`config.mk`:
```
export PLATFORM = sky130hd
export DESIGN_NAME = weight_buffer
export DESIGN_NICKNAME = d
export VERILOG_FILES = /design/src/conv_pkg.sv /design/src/weight_buffer.sv
export VERILOG_INCLUDE_DIRS = /design/src
export SDC_FILE = /design/constraint.sdc
export NUM_CORES = 1
export LEC_CHECK = 0
export ABC_AREA = 1
export BUFFER_PORTS_ARGS = -buffer_cell sky130_fd_sc_hd__buf_2
export CORE_ASPECT_RATIO = 0.75
export CORE_MARGIN = 5
export CORE_UTILIZATION = 50
export CTS_BUF_LIST = sky130_fd_sc_hd__clkbuf_8
export CTS_CLUSTER_SIZE = 24
export DETAILED_ROUTE_END_ITERATION = 8
export PLACE_DENSITY = 0.73
export SLEW_MARGIN = 20
export SYNTH_ARGS = -nofsm -noshare
export SYNTH_HDL_FRONTEND = slang
export SYNTH_SLANG_ARGS = --single-unit
```
`constraint.sdc`:
```
create_clock -name clk -period 9.45 [get_ports clk]
set_clock_uncertainty 0.1 [all_clocks]
set_input_delay 1.89 -clock clk [delete_from_list [all_inputs] [get_ports clk]]
set_output_delay 1.89 -clock clk [all_outputs]
set_load 0.05 [all_outputs]
```
`src/conv_config.svh`:
```
`ifndef CONV_CONFIG_SVH
`define CONV_CONFIG_SVH

////////////////////
// Datapath widths
////////////////////

// Pixel and weight width, both signed
`define CONV_DATA_WIDTH 16

// Taps in one 3x3 kernel
`define CONV_KERNEL_SIZE 9

// Twice the data width plus four guard bits for the nine-term sum
`define CONV_ACC_WIDTH 36

////////////////////
// Queue depths
////////////////////

`define CONV_KERNEL_FIFO_DEPTH 4
`define CONV_RESULT_FIFO_DEPTH 4

`endif

```
`src/conv_pkg.sv`:
```
`default_nettype none

`include "conv_config.svh"

package conv_pkg;

	////////////////////
	// Scalar types
	////////////////////

	typedef logic signed [`CONV_DATA_WIDTH-1:0] pixel_t;
	typedef logic signed [`CONV_DATA_WIDTH-1:0] weight_t;

	// Tag carried with each window to its result
	typedef logic [15:0] seq_t;

	////////////////////
	// Packed bundles
	////////////////////

	// One 3x3 kernel, w0 is the first word received
	typedef struct packed {
		weight_t w0;
		weight_t w1;
		weight_t w2;
		weight_t w3;
		weight_t w4;
		weight_t w5;
		weight_t w6;
		weight_t w7;
		weight_t w8;
	} kernel_t;

	// One 3x3 window, p(i) pairs with w(i)
	typedef struct packed {
		pixel_t p0;
		pixel_t p1;
		pixel_t p2;
		pixel_t p3;
		pixel_t p4;
		pixel_t p5;
		pixel_t p6;
		pixel_t p7;
		pixel_t p8;
	} window_t;

	typedef struct packed {
		logic signed [`CONV_ACC_WIDTH-1:0] acc;
		seq_t                              seq;
	} result_t;

endpackage

`default_nettype wire

```
`src/weight_buffer.sv`:
```
`default_nettype none

`include "conv_config.svh"

module weight_buffer (
	input  logic              clk,
	input  logic              reset,
	input  logic              w_valid,
	output logic              w_ready,
	input  conv_pkg::weight_t w_data,
	output logic              k_valid,
	input  logic              k_ready,
	output conv_pkg::kernel_t k_data
);

	import conv_pkg::*;

	localparam int TAPS  = `CONV_KERNEL_SIZE;
	localparam int CNT_W = $clog2(TAPS);

	weight_t          chain      [TAPS];
	weight_t          chain_next [TAPS];
	logic [CNT_W-1:0] count;
	logic             accept;
	logic             wrap;

	// Stall input only while a finished kernel waits for the FIFO
	assign w_ready = !(k_valid && !k_ready);
	assign accept  = w_valid && w_ready;
	assign wrap    = accept && (count == CNT_W'(TAPS - 1));

	////////////////////
	// Shift chain
	////////////////////

	// New word enters at the top, oldest drifts down to tap 0
	always_comb begin
		for (int i = 0; i < TAPS - 1; i++) begin
			chain_next[i] = chain[i + 1];
		end
		chain_next[TAPS - 1] = w_data;
	end

	always_ff @(posedge clk) begin
		if (accept) begin
			chain <= chain_next;
		end
	end

	// Words accepted for the current kernel
	always_ff @(posedge clk) begin
		if (reset) begin
			count <= '0;
		end else if (wrap) begin
			count <= '0;
		end else if (accept) begin
			count <= count + 1'b1;
		end
	end

	////////////////////
	// Held kernel
	////////////////////

	// Captures the chain including the ninth word of this cycle
	always_ff @(posedge clk) begin
		if (wrap) begin
			k_data.w0 <= chain_next[0];
			k_data.w1 <= chain_next[1];
			k_data.w2 <= chain_next[2];
			k_data.w3 <= chain_next[3];
			k_data.w4 <= chain_next[4];
			k_data.w5 <= chain_next[5];
			k_data.w6 <= chain_next[6];
			k_data.w7 <= chain_next[7];
			k_data.w8 <= chain_next[8];
		end
	end

	always_ff @(posedge clk) begin
		if (reset) begin
			k_valid <= 1'b0;
		end else if (wrap) begin
			k_valid <= 1'b1;
		end else if (k_ready) begin
			k_valid <= 1'b0;
		end
	end

endmodule

`default_nettype wire
```
**Word level (Yosys, flattened, before mapping)**

Index checks and enable logic that the tools add are counted.

- Add/subtract/negate cells: 1
- Eq/ne operators: 1
- Muxes and demuxes: 2
- Reduce and logical (&&, ||, !) cells: 7

Operators with widths:

| cell | number |
|---|---|
| adder 4 x 1 -> 4 bit (second input constant) | 1 |
| == test 4 bit (second input constant) | 1 |
| logical AND 1 bit | 3 |
| zero test 1 bit | 2 |
| 2-to-1 mux 1 bit | 2 |
| nonzero test 2 bit | 1 |
| OR reduction 2 bit | 1 |

- Register bits after elaboration: 277
- Input bits: 20
- Output and inout port bits: 146
- Word-level logic and storage cells: 30

**Logic depth before layout (Yosys ltp)**

- Depth after elaboration: 6
- Mapped depth: 6
- Mapped depth without buffers: 6

**Least setup slack after synthesis**

Ideal clock, no wire load.

- Kind: input port to flip-flop
- Start point: input port k_ready
- End point: register k_data[0] (netlist bit), enable pin
- Setup time: 0.650 ns
- Arrival: 8.502 ns
- Data required time: 8.700 ns
- Slack: 0.198 ns
- Stages: 4
- Path buffers: 0
- Cell sequence: inv_1 nand2_1 nand2_2 nor2_1

- Word-level cells in the longest chain between the ends: 5

RTL lines:

| what | RTL line | RTL |
|---|---|---|
| start, declared | weight_buffer.sv:12 | `input logic k_ready,` |
| zero test 1 bit | weight_buffer.sv:28 | `assign w_ready = !(k_valid && !k_ready);` |
| logical AND 1 bit | weight_buffer.sv:28 |  |
| zero test 1 bit | weight_buffer.sv:28 |  |
| net w_ready | weight_buffer.sv:9 | `output logic w_ready,` |
| logical AND 1 bit | weight_buffer.sv:29 | `assign accept = w_valid && w_ready;` |
| logical AND 1 bit | weight_buffer.sv:30 | `assign wrap = accept && (count == CNT_W'(TAPS - 1));` |
| net wrap | weight_buffer.sv:25 | `logic wrap;` |
| end, declared | weight_buffer.sv:13 | `output conv_pkg::kernel_t k_data` |

The timed path passes the listed nets, and every way through them passes these cells.
A chain may end at the register's enable or synchronous reset.

**Worst setup path after layout**

- Start point: input port k_ready
- End point: output port w_ready

- Word-level cells in the longest chain between the ends: 3

RTL lines:

| what | RTL line |
|---|---|
| zero test 1 bit | weight_buffer.sv:28 |
| logical AND 1 bit | weight_buffer.sv:28 |
| zero test 1 bit | weight_buffer.sv:28 |
| end, declared | weight_buffer.sv:9 |

Every way passes these cells.

==> qor.tcl <==
set qor(status) {complete, no violations}
set qor(post_synth_instance_area_um2) 8450
set qor(htreeDepth) 2
set qor(insertion_delay_ps) 510
set qor(drt.antenna.violating_nets) 0
set qor(area.growth.synth_to_final_pct) 21.7
set qor(ant_diodes) 0
set qor(rr_worst_depth) 5
set qor(synth.lib_cells_used.distinct) 14
set qor(worstHoldPathCells) 0
set qor(yosys.area.top_type) {sky130_fd_sc_hd__edfxtp_1}
set qor(grt_antenna_before_repair) 0
set qor(ff_to_ff_setup_slack_ps) 7250
set qor(num-fill-cells) 1173
set qor(timing.final.crit_period_ps) 4390
set qor(regToRegStartpoint) {count[0]}
set qor(synth_area_leaders) {sky130_fd_sc_hd__edfxtp_1 (97%), sky130_fd_sc_hd__dfxtp_1 (1.2%), sky130_fd_sc_hd__nand2_1 (0.40%)}
set qor(finalWeightedCongestion) 0.711
set qor(critPathLaunchType) {primary input}
set qor(avgSynthCellArea_um2) 27.2
set qor(start_util_pct) 50.5
set qor(detail_route.iter0.violations) 287
set qor(drc_violations_left) 0
set qor(root_buffer) {sky130_fd_sc_hd__clkbuf_8}
set qor(worst-setup-path-type) {in -> out}
set qor(drt_pass1_iterations) 4
set qor(setup_total_negative_slack_ps) 0
set qor(max_slew_margin_pct) 34.2
set qor(vdd.ir_drop.worst_mv) 0.132
set qor(hold_path.class) {reg -> reg}
set qor(clock_sinks) 277
set qor(r2r_end) {k_data[105]}
set qor(ys_seq_area_share_pct) 97.9
set qor(maxClockFrequency_ghz) 0.228
set qor(final.period_utilization_pct) 46.5
set qor(global_route.usage.total_pct) 12.8
set qor(area_of_all_sequential_standard_cells_um2) 8270
set qor(drv_slew) 0
set qor(synthesis_warnings) 0
set qor(placement_rows) 41
set qor(final_util_pct) 61.5
set qor(post_synthesis_net_count) 333
set qor(port-buffer-count) 165
set qor(postSynthCellCount) 311
set qor(cts.repair.resized) 0
set qor(gr_overflow_total) 0
set qor(setup_failing_eps_final) 0
set qor(dieWidth_um) 160
set qor(cts-buffers-inserted) 41
set qor(place_hpwl_mm) 7.93
set qor(tightest_slew_ps) 987
set qor(routed_via_density) 4.60
set qor(number_of_global_route_vias_before_repair) 3738
set qor(p_leak_nw) 3.75
set qor(timing_hold_violations_final) 0
set qor(wl_mm) 13.0
set qor(powerDensity_nw_per_um2) 219
set qor(fin_nets) 545
set qor(drive_gt1_share_pct) 41.0
set qor(route.vias.total) 3514
set qor(post-synth-top-area-fraction_pct) 96.7
set qor(cp.required_ps) 7460
set qor(fp.dieArea_um2) 19600
set qor(grt_setup_unrepaired) {no}
set qor(grt_first_pass_wirelength_mm) 19.6
set qor(max-clock-path-buffers) 3
set qor(holdCritStartpoint) {chain[120]}
set qor(timing.critical_path.fanout_max) 3
set qor(max_cap_viol_count) 0
set qor(cts_tree) {built}
set qor(chipHeight_um) 123
set qor(clk_pin_slew_ps) 60
set qor(multiInputGateArea_um2) 153
set qor(timing.critical_path.arrival_ps) 2400
set qor(ys_ff_latch) 277
set qor(worst_setup_path_end_kind) {output pin}
set qor(post_cts_buffers) 0
set qor(design.core.area_um2) 16700
set qor(postCtsHoldBufs) 0
set qor(hold_path_sink) {k_data[136]}
set qor(ios) 166
set qor(route.detailed.wl_per_inst_um) 17.0
set qor(pin_count_of_the_biggest_net_entering_global_routing) 77
## worst max-delay path, cell delays in order
cell	delay (ps)
sky130_fd_sc_hd__buf_2	90
sky130_fd_sc_hd__inv_1	100
sky130_fd_sc_hd__nand2_1	100
sky130_fd_sc_hd__buf_2	220
## sequential cells by signal, indices dropped and copies added, names as in the netlist
name / count
k_data: 144
k_valid: 1
count: 4
chain: 128
## cell usage in the layout, fill, tap and decap left out
cell type / n
sky130_fd_sc_hd__inv_2: 1
sky130_fd_sc_hd__o21bai_1: 1
sky130_fd_sc_hd__inv_1: 18
sky130_fd_sc_hd__o21ai_0: 1
sky130_fd_sc_hd__nor2_4: 1
sky130_fd_sc_hd__clkinvlp_4: 1
sky130_fd_sc_hd__clkbuf_8: 43
sky130_fd_sc_hd__buf_4: 4
sky130_fd_sc_hd__clkinv_1: 8
sky130_fd_sc_hd__buf_2: 165
sky130_fd_sc_hd__o21ai_2: 1
sky130_fd_sc_hd__a21oi_1: 3
sky130_fd_sc_hd__dfxtp_1: 5
sky130_fd_sc_hd__clkinv_2: 7
sky130_fd_sc_hd__edfxtp_1: 272
sky130_fd_sc_hd__nand3_1: 4
sky130_fd_sc_hd__a21oi_4: 1
sky130_fd_sc_hd__nand2_1: 9
sky130_fd_sc_hd__nor2_1: 1
sky130_fd_sc_hd__nand2_2: 1
sky130_fd_sc_hd__ha_1: 2
## through the flow
stage / setup WS (ps) / total power, mW / instance area (um^2) / cells / hold WS [ps]
floorplan: 198 / 1.43 / 8450 / 311 / 300
global placement: 5050 / 1.44 / 9580 / 695 / 302
detailed placement: 5060 / 1.45 / 9580 / 695 / 305
CTS: 5060 / 2.28 / 10300 / 764 / 315
global route: 5020 / 2.35 / 10300 / 764 / 324
finish: 5060 / 2.25 / 10300 / 764 / 315
## how the worst max path moves through the flow
stage,start,endpoint,slack [ps],cells after the start
detailed placement,k_ready,w_ready,5060,4
floorplan,k_ready,k_data[0],200,4
global route,k_ready,w_ready,5020,4
global placement,k_ready,w_ready,5050,4
finish,k_ready,w_ready,5060,4
CTS,k_ready,w_ready,5060,4
## layer usage
| layer | vias up | wire length [um] | share of wire (%) | GRT usage (%) |
|---|---|---|---|---|
| li1 | 1662 | - | - | - |
| met5 | - | 0 | 0 | 0 |
| met4 | 0 | 248 | 1.9 | 5.05 |
| met3 | 22 | 799 | 6.2 | 4.10 |
| met1 | 1724 | 5140 | 40 | 15.4 |
| met2 | 106 | 6780 | 52 | 22.0 |
## Yosys cell counts (all sizes together)
cell type  number
edfxtp        272
nand2          10
inv             9
dfxtp           5
a21oi           4
nand3           4
ha              2
nor2            2
o21ai           2
o21bai          1
## final cells by class
cell class	count	share of cell area [%]
timing repair buffer	169	8.32
inverter	9	0.329
clock buffer	43	5.76
sequential	277	80.4
clock inverter	26	1.07
tap	215	2.62
multi-input combinational	25	1.48
## cell families (layout without fill, tap and decap cells)
group,count (synthesis),in the layout,synth area share [%]
and+or+nand+nor,16,16,0.800
buffers and inverters,9,247,0.400
AOI/OAI and AO/OA,7,7,0.622
DFF,277,277,97.9
adders and majority gates,2,2,0.296
## power by group
group	leakage (nW)	switching, mW	internal, mW
Combinational	0.763	0.0159	0.00484
Clock	0.402	0.407	0.419
Sequential	2.59	0.0140	1.39
(Power assumes the default switching activity.)
