--- src/sync_fifo.sv ---
`default_nettype none

module sync_fifo #(
	parameter type payload_t = logic [7:0],
	parameter int  DEPTH     = 4
) (
	input  logic     clk,
	input  logic     reset,
	input  logic     in_valid,
	output logic     in_ready,
	input  payload_t in_data,
	output logic     out_valid,
	input  logic     out_ready,
	output payload_t out_data
);

	localparam int PTR_W = (DEPTH > 1) ? $clog2(DEPTH) : 1;
	localparam int CNT_W = $clog2(DEPTH + 1);

	payload_t         mem [DEPTH];
	logic [PTR_W-1:0] wr_ptr;
	logic [PTR_W-1:0] rd_ptr;
	logic [CNT_W-1:0] count;
	logic             push;
	logic             pop;

	assign in_ready  = (count != CNT_W'(DEPTH));
	assign out_valid = (count != '0);
	assign push      = in_valid && in_ready;
	assign pop       = out_valid && out_ready;

	// Head entry shown whenever not empty
	assign out_data = mem[rd_ptr];

	////////////////////
	// Storage
	////////////////////

	always_ff @(posedge clk) begin
		if (push) begin
			mem[wr_ptr] <= in_data;
		end
	end

	////////////////////
	// Pointers and count
	////////////////////

	always_ff @(posedge clk) begin
		if (reset) begin
			wr_ptr <= '0;
			rd_ptr <= '0;
			count  <= '0;
		end else begin
			if (push) begin
				wr_ptr <= (wr_ptr == PTR_W'(DEPTH - 1)) ? '0 : wr_ptr + 1'b1;
			end
			if (pop) begin
				rd_ptr <= (rd_ptr == PTR_W'(DEPTH - 1)) ? '0 : rd_ptr + 1'b1;
			end
			// Simultaneous push and pop leaves the count alone
			case ({push, pop})
				2'b10:   count <= count + 1'b1;
				2'b01:   count <= count - 1'b1;
				default: count <= count;
			endcase
		end
	end

endmodule

`default_nettype wire

--- config.mk ---
export PLATFORM = sky130hd
export DESIGN_NAME = sync_fifo
export DESIGN_NICKNAME = d
export VERILOG_FILES = /design/src/sync_fifo.sv
export SDC_FILE = /design/constraint.sdc
export NUM_CORES = 1
export LEC_CHECK = 0
export BUFFER_PORTS_ARGS = -buffer_cell sky130_fd_sc_hd__buf_2
export CORE_ASPECT_RATIO = 0.6
export CORE_MARGIN = 5
export CORE_UTILIZATION = 55
export DETAILED_ROUTE_END_ITERATION = 16
export PLACE_DENSITY = 0.88
export SLEW_MARGIN = 10
export SYNTH_ARGS = -nofsm -noshare
export SYNTH_HDL_FRONTEND = slang
export SYNTH_SLANG_ARGS = --single-unit
--- constraint.sdc ---
create_clock -name clk -period 4.1 [get_ports clk]
set_input_delay 0.205 -clock clk [delete_from_list [all_inputs] [get_ports clk]]
set_output_delay 0.205 -clock clk [all_outputs]
set_load 0.1 [all_outputs]
## After elaboration in Yosys (flattened, before gate mapping)

Memories as Yosys holds them, arrays and structs flattened. A register that Yosys moved wholly into a read port is not among the register bits.
Index checks and enable logic that the tools add are counted.

| storage, ports and cells | value |
|---|---|
| bits in registers | 7 |
| bits in writable memories | 32 |
| input bits | 12 |
| output and inout port bits | 10 |
| logic and storage cells | 24 |
| memories | 1 |

Memories:

| name | words | width | read ports | clocked after Yosys merged registers in | wr ports | RTL line | source |
|---|---|---|---|---|---|---|---|
| mem | 4 | 8 | 1 | 1 | 1 | 20 | `payload_t mem [DEPTH];` |

| operators by class | value |
|---|---|
| add/subtract/negate cells | 4 |
| eq/ne operators | 5 |
| mux-type cells | 7 |
| reduce and logical (&&, ||, !) cells | 4 |

Operators with widths:

| operator | number |
|---|---|
| 2-bit 2-to-1 mux | 4 |
| 2-bit == test, second input constant | 3 |
| 3-bit case mux with 2 select lines | 1 |
| 2-bit by 1-bit adder with 2-bit output, second input constant | 2 |
| 3-bit by 1-bit adder with 3-bit output, second input constant | 1 |
| 3-bit != test, second input constant | 1 |
| 3-bit nonzero test | 1 |
| 3-bit by 1-bit subtractor with 3-bit output, second input constant | 1 |
| 2-bit by 1-bit == test with 1-bit output, second input constant | 1 |
| 1-bit logical AND | 2 |
| 1-bit 2-to-1 mux | 2 |
| 2-bit nonzero test | 1 |

## Longest topological paths before layout

Gate-level depths: netlist (run 1).

| depth | value |
|---|---|
| word-level depth | 4 |
| mapped depth | 9 |
| gate-level depth less buffers | 8 |

## Worst setup path before layout (run 1)

No wires, ideal clock.

| timing | value |
|---|---|
| path kind | register to register |
| start point | register count[2] |
| end point | register count[2] |
| library setup time | 0.070 ns |
| arrival time | 2.276 ns |
| data required time | 4.030 ns |
| path slack | 1.754 ns |
| stages on the path, launching flop included | 10 |
| path buffers | 1 |
| clock period less this slack | 2.346 ns |
| cells stage by stage | dfxtp_1 or3b_1 buf_6 nand2_2 ha_1 inv_1 fa_1 xor2_1 or3_2 a21oi_1 |

| on the way | value |
|---|---|
| word-level cells in the longest chain between the ends | 4 |
| elaborated cells on any way between the ends | 10 |
| those cells by class | add/sub: 2; eq/ne: 3; mux: 1; reduce/logical: 4 |

Ends and longest elaborated chain:

| item | RTL line | source |
|---|---|---|
| from (decl) | 23 | `logic [CNT_W-1:0] count;` |
| from (signal assigned) | 63 | `2'b10: count <= count + 1'b1;` |
| from (signal assigned) | 64 | `2'b01: count <= count - 1'b1;` |
| from (signal assigned) | 65 | `default: count <= count;` |
| 3-bit != test (*) | 27 | `assign in_ready = (count != CNT_W'(DEPTH));` |
| named net in_ready | 10 | `output logic in_ready,` |
| 1-bit logical AND (*) | 29 | `assign push = in_valid && in_ready;` |
| 2-bit by 1-bit == test with 1-bit output or 2-bit == test (tied branches) | 62 | `case ({push, pop})` |
| 3-bit case mux with 2 select lines or 2-bit nonzero test (tied branches) | n/a |  |

Mark *: on every way through the listed nets, which the timed path passes. The rest lies on a longest branch.
A chain may end at the register's enable or synchronous reset.

## Final worst setup path (run 1)

| timing | value |
|---|---|
| start point | register count[2] |
| end point | register count[2] |

| on the way | value |
|---|---|
| word-level cells in the longest chain between the ends | 4 |
| elaborated cells on any way between the ends | 10 |
| those cells by class | add/sub: 2; eq/ne: 3; mux: 1; reduce/logical: 4 |

Ends and longest elaborated chain:

| item | RTL line |
|---|---|
| 3-bit != test or 3-bit nonzero test (tied branches) | 27, 28 |
| 1-bit logical AND (on tied branches) | 29, 30 |
| 2-bit by 1-bit == test with 1-bit output or 2-bit == test (tied branches) | 62 |
| 3-bit case mux with 2 select lines or 2-bit nonzero test (tied branches) | n/a |

Parallel ways exist; a longest one is shown, timed or not.

==> summary.txt, run 1 <==
Run status
  – Status: complete, no violations

GRT
  – Vias in the first global route: 968
  – Remaining Overflow, GRT: 0
  – Global-route wire length before repair: 4.64 mm
  – Largest net degree at the start of global routing: 13
  – Initial antenna violation count: 0
  – Total GRT Usage: 0.161

Worst setup path
  – Worst Path Arrival: 2.67 ns
  – Critical Path RT: 4.32 ns
  – Crit end category: flip-flop
  – Maximum fanout along the worst path: 7
  – Crit start category: flip-flop
  – CP Class: reg2reg

Clocking
  – Post-cts repair resize count: 0
  – CTS tree: built
  – Root buffer cell: clkbuf_8
  – Worst-skew pair later-pin latency: roughly 0.29 ns
  – Clock buffer depth: 2
  – Cts hold-fix bufs: 0
  – Post-CTS Setup Repair Bufs: 0
  – Clk sink count: a little over 40
  – Clock buffers created by TritonCTS: 5
  – Worst-path clk slew: 0.08 ns
  – H-tree depth: 2

Detailed routing
  – Wirelength, routed: around 2.8 mm
  – Routed Antenna Nets: 0
  – Residual DRC: 0
  – Vias: between 800 and 900
  – DR pass1 iterations: 4
  – 1st-iter DRT viols: 24
  – Average wire per standard cell: roughly 18 um
  – Vias per cell: 5.32

STA
  – Relative slew margins: 0.625
  – Sum Neg Setup Slack: 0 ns
  – Min setup slack post-route: around 1.7 ns
  – Clock skew: 0.00473 ns
  – Fmax: 0.408 GHz
  – Final hold vios: 0
  – Slew @ Worst Pin: 0.562 ns
  – Hold Slack: 0.126 ns
  – # setup viols final: 0
  – Final max-slew violation count: 0
  – Tmin final: ~2.4 ns
  – RSZ-0062 raised after global routing: false
  – Final Cycle Share: 0.597

Placed design
  – Worst slack, placed: 1.71 ns
  – Placed cell areas: approximately 1800 um^2
  – IO Port Bufs: 21
  – GP Congestion: 0.796
  – Post-DP HPWL: 1.99 mm

Job
  – Max Cap Viol: 0

Die
  – Initial Utilization: 0.573
  – Full die area: around 4200 um^2
  – IO Count: 22
  – Die W: a little over 80 um
  – Die Y: 52.4 um
  – Core area: roughly 2900 um^2
  – Row count: 15

Cells and area
  – Share of layout cells above drive strength 1: 0.345
  – Ant. Diodes: 0
  – Multi-input logic area: 459 um^2
  – Area grow syn2layout: 14.6%
  – Final Cell Area: 1890 um^2
  – Most frequent cells in the layout: edfxtp_1, buf_2, dfxtp_1, mux4_2
  – Register area: 1140 um^2
  – Commonest non-fill, non-tap cell in the layout: edfxtp_1
  – Final-layout fill cell count: 210
  – Net count, final: 137

Power
  – LEAKAGE: 0.700 nW
  – Cell Pwr Density: roughly 760 nW/um^2
  – Worst vdd ir: 0.476 mV
  – Combinational share of power: 0.393
  – Net Sw Frac: 0.426
  – Total Power: 1.43 mW
  – Clock share of power: 0.219
  – Internal: between 0.8 and 0.9 mW
  – Psw: 0.610 mW
  – Sequential Power Share: 0.388

Synth
  – #FFs+latches synth: 41
  – Post-synth top area cell: edfxtp_1
  – Syn avg cell area: 17.5 um^2
  – Mapped cell area: approximately 1600 um^2
  – Post-synthesis sequential area ratio: 0.693
  – Syn_nets: 113
  – Syn Inst Count: 94
  – Synth top area share: 0.584
  – Unique cell type count in the Yosys netlist: 25
  – Synth warn: 0
  – Top cells by area, synth: edfxtp_1, dfxtp_1, mux4_2, ha_1, inv_1

Hold path
  – Worst hold path type: in2reg
cell type report:
cell class,instances,area share
flip-flops and latches,41,0.605
well taps,42,0.0279
repair buffers,21,0.0557
multi-input cells,43,0.243
clock inverters,2,0.0179
inverters,6,0.0119
clock buffers,6,0.0385
routing by layer:
metal | global-route usage | share of wire
met3 | 0.0550 | 0.044
met4 | 0.0758 | 0.015
met2 | 0.283 | 0.54
met5 | 0 | 0
met1 | 0.177 | 0.40
synthesized netlist by cell type, drive strengths merged:
| master | n |
|---|---|
| a211o | 1 |
| a21oi | 3 |
| and3 | 4 |
| buf | 4 |
| dfxtp | 9 |
| edfxtp | 32 |
| fa | 1 |
| ha | 6 |
| inv | 6 |
| mux2i | 2 |
| mux4 | 8 |
| nand2 | 2 |
| nand2b | 2 |
| nor2 | 4 |
| o21ai | 2 |
| o31ai | 1 |
| or3 | 4 |
| or3b | 1 |
| xor2 | 2 |
sequential cells by signal, summed over array words and instances (netlist names), named ones only:
| register | cells |
|---|---|
| rd_ptr | 2 |
| mem | 32 |
| wr_ptr | 2 |
| count | 3 |
cells by family after synthesis:
| family | after synthesis | synth area share |
|---|---|---|
| buffers and inverters | 10 | 0.0281 |
| flip-flops | 41 | 0.693 |
| AND/OR/NAND/NOR | 17 | 0.0615 |
| adder cells (fa/ha/maj) | 7 | 0.0578 |
| AO/OA/AOI/OAI | 7 | 0.0274 |
| multiplexers | 10 | 0.122 |
| XOR/XNOR | 2 | 0.0106 |
critical path, stage by stage (launching register included):
cell     delay [ns]
dfxtp_1        0.40
or3b_1         0.48
nand2_2        0.15
ha_1           0.19
inv_1          0.07
fa_1           0.37
xor2_1         0.15
or3_2          0.40
a21oi_1        0.16
power by group through the flow:
stage / Sequential [mW] / Combinational [mW] / Clock (mW)
detailed placement: 0.567 / 0.563 / 0
global placement: 0.558 / 0.549 / 0
global route: 0.568 / 0.591 / 0.335
CTS: 0.559 / 0.565 / 0.318
finish: 0.556 / 0.563 / 0.313
floorplan: 0.534 / 0.509 / 0
through the flow:
step	instances	utilization
CTS	161	0.657
global route	161	0.657
global placement	153	0.620
detailed placement	153	0.620
floorplan	94	-
finish	161	0.657
worst paths after layout:
kind | depth (start not counted) | startpoint | to | slack, ns
hold / removal | 1 | in_data[6] | mem[0][6] | 0.13
hold reg to reg | 2 | rd_ptr[0] | flip-flop | 0.50
setup reg to reg | 8 | count[2] | count[2] | 1.65
setup / recovery | 8 | count[2] | count[2] | 1.65
(Power assumes the default switching activity.)
==> run 2, diff against run 1 <==
--- a/config.mk
+++ b/config.mk
@@ -8,9 +8,9 @@
 export BUFFER_PORTS_ARGS = -buffer_cell sky130_fd_sc_hd__buf_2
 export CORE_ASPECT_RATIO = 0.6
 export CORE_MARGIN = 5
-export CORE_UTILIZATION = 55
+export CORE_UTILIZATION = 50
 export DETAILED_ROUTE_END_ITERATION = 16
-export PLACE_DENSITY = 0.88
+export PLACE_DENSITY = 0.84
 export SLEW_MARGIN = 10
 export SYNTH_ARGS = -nofsm -noshare
 export SYNTH_HDL_FRONTEND = slang
==> constraint.sdc (replaced) <==
create_clock -name clk -period 2.05 [get_ports clk]
set_input_delay 0.1025 -clock clk [delete_from_list [all_inputs] [get_ports clk]]
set_output_delay 0.1025 -clock clk [all_outputs]
set_load 0.1 [all_outputs]
==> summary.txt, run 2 (same netlist as run 1, synthesis figures left out) <==
Run status
  – Status: complete, no violations

Cells and area
  – Layout Cells excl Fill: 170 (+5.6%)
  – Most frequent cells in the layout: edfxtp_1, buf_2, mux4_2, dfxtp_1, buf_4
  – Fin util: 0.627 (-0.0297)
  – Largest registers: mem x32, count x3
  – Area grow syn2layout: 22.0%
  – Net count, final: 143 (+4.4%)
  – Reg with most FFs: mem
  – Share of layout cells above drive strength 1: 0.456 (+0.111)
  – Final Cell Area: 2010 um^2 (+6.5%)
  – Ant. Diodes: 0 (unchanged)
  – Max reg flops: 32 (unchanged)
  – Commonest non-fill, non-tap cell in the layout: edfxtp_1

Die
  – Full die area: 4580 um^2 (+8.4%)
  – IO Count: 22 (unchanged)
  – Core area: 3200 um^2 (+12%)
  – Die W: 84.1 um (+4.3%)
  – Row count: 16 (+1)
  – Initial Utilization: 0.514 (-0.0594)
  – Die Y: 54.5 um (+4.0%)

Detailed routing
  – Routed Antenna Nets: 0 (unchanged)
  – 1st-iter DRT viols: 57 (+140%)
  – Vias per cell: 5.05 (-5.2%)
  – Residual DRC: 0 (unchanged)
  – DR pass1 iterations: 4 (unchanged)
  – Vias: 858 (+0.12%)
  – Average wire per standard cell: 15.6 um (-12%)
  – Wirelength, routed: 2.65 mm (-6.6%)

Power
  – Psw: 1.24 mW (+100%)
  – Cell Pwr Density: 1540 nW/um^2 (+100%)
  – LEAKAGE: 0.750 nW (+7.1%)
  – Sequential Power Share: 0.343 (-0.045)
  – Combinational share of power: 0.417 (+0.024)
  – Net Sw Frac: 0.400 (-0.0263)
  – Total Power: 3.10 mW (+120%)
  – Clock share of power: 0.240 (+0.021)
  – Worst vdd ir: 0.794 mV (+67%)
  – Internal: 1.86 mW (+130%)

STA
  – RSZ-0062 raised after global routing: true
  – Final hold vios: 0 (unchanged)
  – Clock skew: 0.00610 ns (+0.00137 ns)
  – Hold Slack: 0.0216 ns (-0.105 ns)
  – Final Cycle Share: 0.991 (+0.394)
  – Sum Neg Setup Slack: 0 ns (unchanged)
  – # setup viols final: 0 (unchanged)
  – Slew @ Worst Pin: 0.493 ns (-0.0693 ns)
  – Min setup slack post-route: 0.0178 ns (-1.63 ns)
  – Fmax: 0.492 GHz (+20%)
  – Final max-slew violation count: 0 (unchanged)
  – Relative slew margins: 0.674 (+0.0490)
  – Tmin final: 2.03 ns (-0.416 ns)

GRT
  – Vias in the first global route: 935 (-3.4%)
  – Remaining Overflow, GRT: 0 (unchanged)
  – Total GRT Usage: 0.138 (-0.0231)
  – Initial antenna violation count: 0 (unchanged)
  – Largest net degree at the start of global routing: 14 (+1)
  – Global-route wire length before repair: 4.42 mm (-4.9%)

Worst setup path
  – Crit end category: flip-flop
  – Maximum fanout along the worst path: 3 (-4)
  – Critical Path RT: 2.27 ns (-2.05 ns)
  – Worst Path Arrival: 2.25 ns (-0.42 ns)
  – CP Class: reg2reg
  – Crit start category: flip-flop

Clocking
  – Clock buffers created by TritonCTS: 5 (unchanged)
  – CTS tree: built
  – Worst-path clk slew: 0.08 ns (about the same)
  – Clk sink count: 41 (unchanged)
  – Clock buffer depth: 2 (unchanged)
  – Root buffer cell: clkbuf_8
  – Post-CTS Setup Repair Bufs: 0 (unchanged)
  – Worst-skew pair later-pin latency: 0.29 ns (about the same)
  – H-tree depth: 2 (unchanged)

Hold path
  – Worst hold path type: in2reg

Placed design
  – Worst slack, placed: 0.0149 ns (-1.70 ns)
  – IO Port Bufs: 21 (unchanged)
  – Placed insts: 162 (+5.9%)
  – Post-DP HPWL: 1.94 mm (-2.5%)
  – GP Congestion: 0.763 (-4.1%)
  – Placed cell areas: 1870 um^2 (+4.8%)

Job
  – Max Cap Viol: 0 (unchanged)
-- run 2: repair_timing --
action                                  in CTS  in global routing
hold buffers                                 0                  0
gates resized for setup                      0                  2
endpoints found under the setup margin       0                  2
hold endpoints to repair                     0                  0
-- run 2: final timing paths --
kind | startpoint | end | slack, ns | cells past startpoint
hold / removal | in_data[3] | mem[3][3] | 0.02 | 1
setup / recovery | count[0] | count[2] | 0.02 | 8
setup reg to reg | count[0] | count[2] | 0.02 | 8
hold reg to reg | rd_ptr[0] | flip-flop | 0.51 | 2
-- run 2: area by class of cell --
| cell class | instances | area, um^2 |
|---|---|---|
| Clock buffer | 5 | 68.8 |
| Clock inverter | 3 | 65.1 |
| Fill cell | 240 | 1190 |
| Inverter | 6 | 22.5 |
| Multi-Input combinational cell | 43 | 503 |
| Sequential cell | 41 | 1140 |
| Tap cell | 45 | 56.3 |
| Timing Repair Buffer | 27 | 150 |
-- run 2: metal layers --
| layer | global-route usage | wire length, um |
|---|---|---|
| met5 | 0 | 0 |
| met4 | 0.0642 | 24 |
| met3 | 0.0677 | 141 |
| met2 | 0.219 | 1300 |
| met1 | 0.162 | 1180 |
-- run 2: power groups by stage --
| stage | clock (mW) | combinational [mW] | sequential, mW |
|---|---|---|---|
| floorplan | 0 | 1.07 | 1.07 |
| global placement | 0 | 1.26 | 1.07 |
| detailed placement | 0 | 1.29 | 1.08 |
| CTS | 0.763 | 1.29 | 1.06 |
| global route | 0.803 | 1.38 | 1.07 |
| finish | 0.745 | 1.29 | 1.06 |
-- run 2: worst max-delay path, cell delays in order, from the launching register on --
cell,delay (ns)
dfxtp_2,0.32
or3b_4,0.43
nand2_8,0.09
ha_4,0.13
inv_2,0.04
fa_2,0.34
xor2_1,0.17
or3_4,0.33
a21oi_2,0.12
==> run 3, diff against run 2 <==
--- a/config.mk
+++ b/config.mk
@@ -6,12 +6,14 @@
 export NUM_CORES = 1
 export LEC_CHECK = 0
 export BUFFER_PORTS_ARGS = -buffer_cell sky130_fd_sc_hd__buf_2
+export CAP_MARGIN = 20
 export CORE_ASPECT_RATIO = 0.6
 export CORE_MARGIN = 5
 export CORE_UTILIZATION = 50
 export DETAILED_ROUTE_END_ITERATION = 16
+export GPL_TIMING_DRIVEN = 0
 export PLACE_DENSITY = 0.84
-export SLEW_MARGIN = 10
+export SLEW_MARGIN = 20
 export SYNTH_ARGS = -nofsm -noshare
 export SYNTH_HDL_FRONTEND = slang
 export SYNTH_SLANG_ARGS = --single-unit
==> summary.txt, run 3 (same netlist as run 1, synthesis figures left out) <==
Worst setup path
  – Worst path bufs/invs: 1 (unchanged)
  – Worst Path Arrival: 2.24 ns (about the same)
  – Crit start category: flip-flop
  – Critical path cell sequence: or3b_4 -> nand2_8 -> ha_4 -> inv_2 -> fa_2 -> xor2_1 -> or3_4 -> a21oi_2
  – CP Class: reg2reg
  – Reg2Reg Setup Slack: 0.02 ns (about the same)
  – Maximum fanout along the worst path: 2 (-1)
  – Critical Path RT: 2.26 ns (about the same)
  – Kind of cell adding the most delay to the critical path: simple AND/OR/NAND/NOR gates
  – Worst R2R Path Depth: 8 (unchanged)
  – R2R Path Start: count[0]
  – CP Depth: 8 (unchanged)
  – CP max stage cell: or3b_4
  – Crit end category: flip-flop
  – Critical path endpoint: count[2]
  – Reg-to-Reg End: count[2]
  – CP max stage delay: 0.43 ns (about the same)
  – Worst setup startpoint: count[0]

Hold path
  – Worst hold path type: in2reg

Clocking
  – Clk sink count: 41 (unchanged)
  – Clock buffers created by TritonCTS: 5 (unchanged)
  – Worst-skew pair later-pin latency: 0.28 ns (about the same)
  – Worst-path clk slew: 0.08 ns (about the same)
  – Clock buffer depth: 2 (unchanged)
  – CTS tree: built
  – Root buffer cell: clkbuf_8
  – H-tree depth: 2 (unchanged)

Cells and area
  – Area grow syn2layout: 19.9%
  – Commonest non-fill, non-tap cell in the layout: edfxtp_1
  – Ant. Diodes: 0 (unchanged)
  – Net count, final: 145 (+1.4%)
  – Reg with most FFs: mem
  – Final Cell Area: 1970 um^2 (-1.7%)
  – Share of layout cells above drive strength 1: 0.441 (-0.0151)
  – Largest registers: mem x32, count x3
  – Max reg flops: 32 (unchanged)
  – Most frequent cells in the layout: edfxtp_1, buf_2, mux4_2, dfxtp_1, buf_4

STA
  – Slew @ Worst Pin: 0.491 ns (-0.00146 ns)
  – Final Cycle Share: 0.992 (about the same)
  – Fmax: 0.492 GHz (about the same)
  – Clock skew: 0.00385 ns (-0.00225 ns)
  – Final hold vios: 0 (unchanged)
  – Relative slew margins: 0.675 (+0.000967)
  – RSZ-0062 raised after global routing: true
  – # setup viols final: 0 (unchanged)
  – Min setup slack post-route: 0.0173 ns (-0.000493 ns)
  – Final max-slew violation count: 0 (unchanged)
  – Tmin final: 2.03 ns (+0.000493 ns)

Power
  – Worst vdd ir: 0.800 mV (+0.81%)
  – LEAKAGE: 0.732 nW (-2.3%)
  – Total Power: 2.86 mW (-7.7%)
  – Cell Pwr Density: 1450 nW/um^2 (-6.1%)

GRT
  – Remaining Overflow, GRT: 0 (unchanged)
  – Global-route wire length before repair: 4.49 mm (+1.7%)
  – Total GRT Usage: 0.134 (-0.00430)
  – Vias in the first global route: 887 (-5.1%)
  – Initial antenna violation count: 0 (unchanged)
  – Largest net degree at the start of global routing: 13 (-1)

Detailed routing
  – Vias: 845 (-1.5%)
  – WL met3: 142 um (+0.71%)
  – WL met1: 1.25 mm (+5.3%)
  – Vias per cell: 4.91 (-2.7%)
  – Routed Antenna Nets: 0 (unchanged)
  – DR top layer: met4
  – Average wire per standard cell: 15.9 um (+1.8%)
  – 1st-iter DRT viols: 54 (-5.3%)
  – DR pass1 iterations: 4 (unchanged)
  – Wirelength, routed: 2.73 mm (+3.0%)
  – Residual DRC: 0 (unchanged)
  – Routed length on met2: 1.32 mm (+1.6%)

Job
  – Max Cap Viol: 0 (unchanged)

Die
  – Die W: 84.1 um (unchanged)
  – Die Y: 54.5 um (unchanged)
  – IO Count: 22 (unchanged)
  – Full die area: 4580 um^2 (unchanged)
  – Initial Utilization: 0.514 (unchanged)
  – Core area: 3200 um^2 (unchanged)
  – Row count: 16 (unchanged)

Placed design
  – IO Port Bufs: 20 (-4.8%)
  – GP Congestion: 0.834 (+9.3%)
  – Post-DP HPWL: 1.91 mm (-1.7%)
  – Placed cell areas: 1850 um^2 (-0.94%)
  – Worst slack, placed: -0.106 ns (-0.120 ns)

Run status
  – Status: complete, no violations
==> run 3: cell count changes in the layout (fill, tap and decap cells not counted) <==
| cell | before | now |
|---|---|---|
| buf_1 | 0 | 2 |
| bufinv_16 | 2 | 0 |
| clkinv_1 | 0 | 2 |
| dfxtp_1 | 7 | 6 |
| dfxtp_2 | 2 | 3 |
| o31ai_2 | 1 | 0 |
| o31ai_4 | 0 | 1 |
==> run 3: worst min-delay path by stage <==
stage,start,to,slack [ns],depth (start not counted)
6_report,in_data[6],mem[0][6],0.03,1
5_1_grt,in_data[1],mem[2][1],0.03,1
4_1_cts,in_data[1],mem[2][1],0.03,1
3_5_place_dp,in_data[1],mem[2][1],0.32,1
3_3_place_gp,in_data[5],mem[0][5],0.31,1
2_1_floorplan,in_data[0],mem[0][0],0.20,0
==> run 3: stage by stage <==
step,std cells,utilization,hold slack (ns),setup TNS (ns)
after floorplan,94,-,0.201,-0.0850
after global placement,159,0.577,0.314,-0.0729
after detailed placement,159,0.577,0.320,-0.106
after CTS,171,0.611,0.0323,0
after global routing,172,0.616,0.0256,-0.0459
final,172,0.616,0.0350,0
==> run 3: cell type report <==
class,count,area [um^2]
Timing Repair Buffer,26,145
Multi-Input combinational cell,43,512
Clock inverter,3,12.5
Buffer,3,12.5
Fill cell,231,1230
Inverter,6,22.5
Tap cell,45,56.3
Clock buffer,5,68.8
Sequential cell,41,1140
==> run 3: metal layers <==
layer | track usage | up-vias
li1 | - | 415
met3 | 0.0436 | 4
met1 | 0.170 | 407
met5 | 0 | -
met2 | 0.224 | 19
met4 | 0.0401 | 0
==> run 3: power by group <==
part           switching [mW]  internal (mW)
Combinational           0.954          0.367
Sequential             0.0415           1.02
Clock                   0.252          0.229
==> run 3: repair_timing <==
item	in CTS	in global routing
buffers inserted	5	1
resized for setup	3	1
endpoints found under the setup margin	1	2
hold buffers	0	0
endpoints found under the hold margin	0	0
gates cloned	0	0
pin swaps	3	4
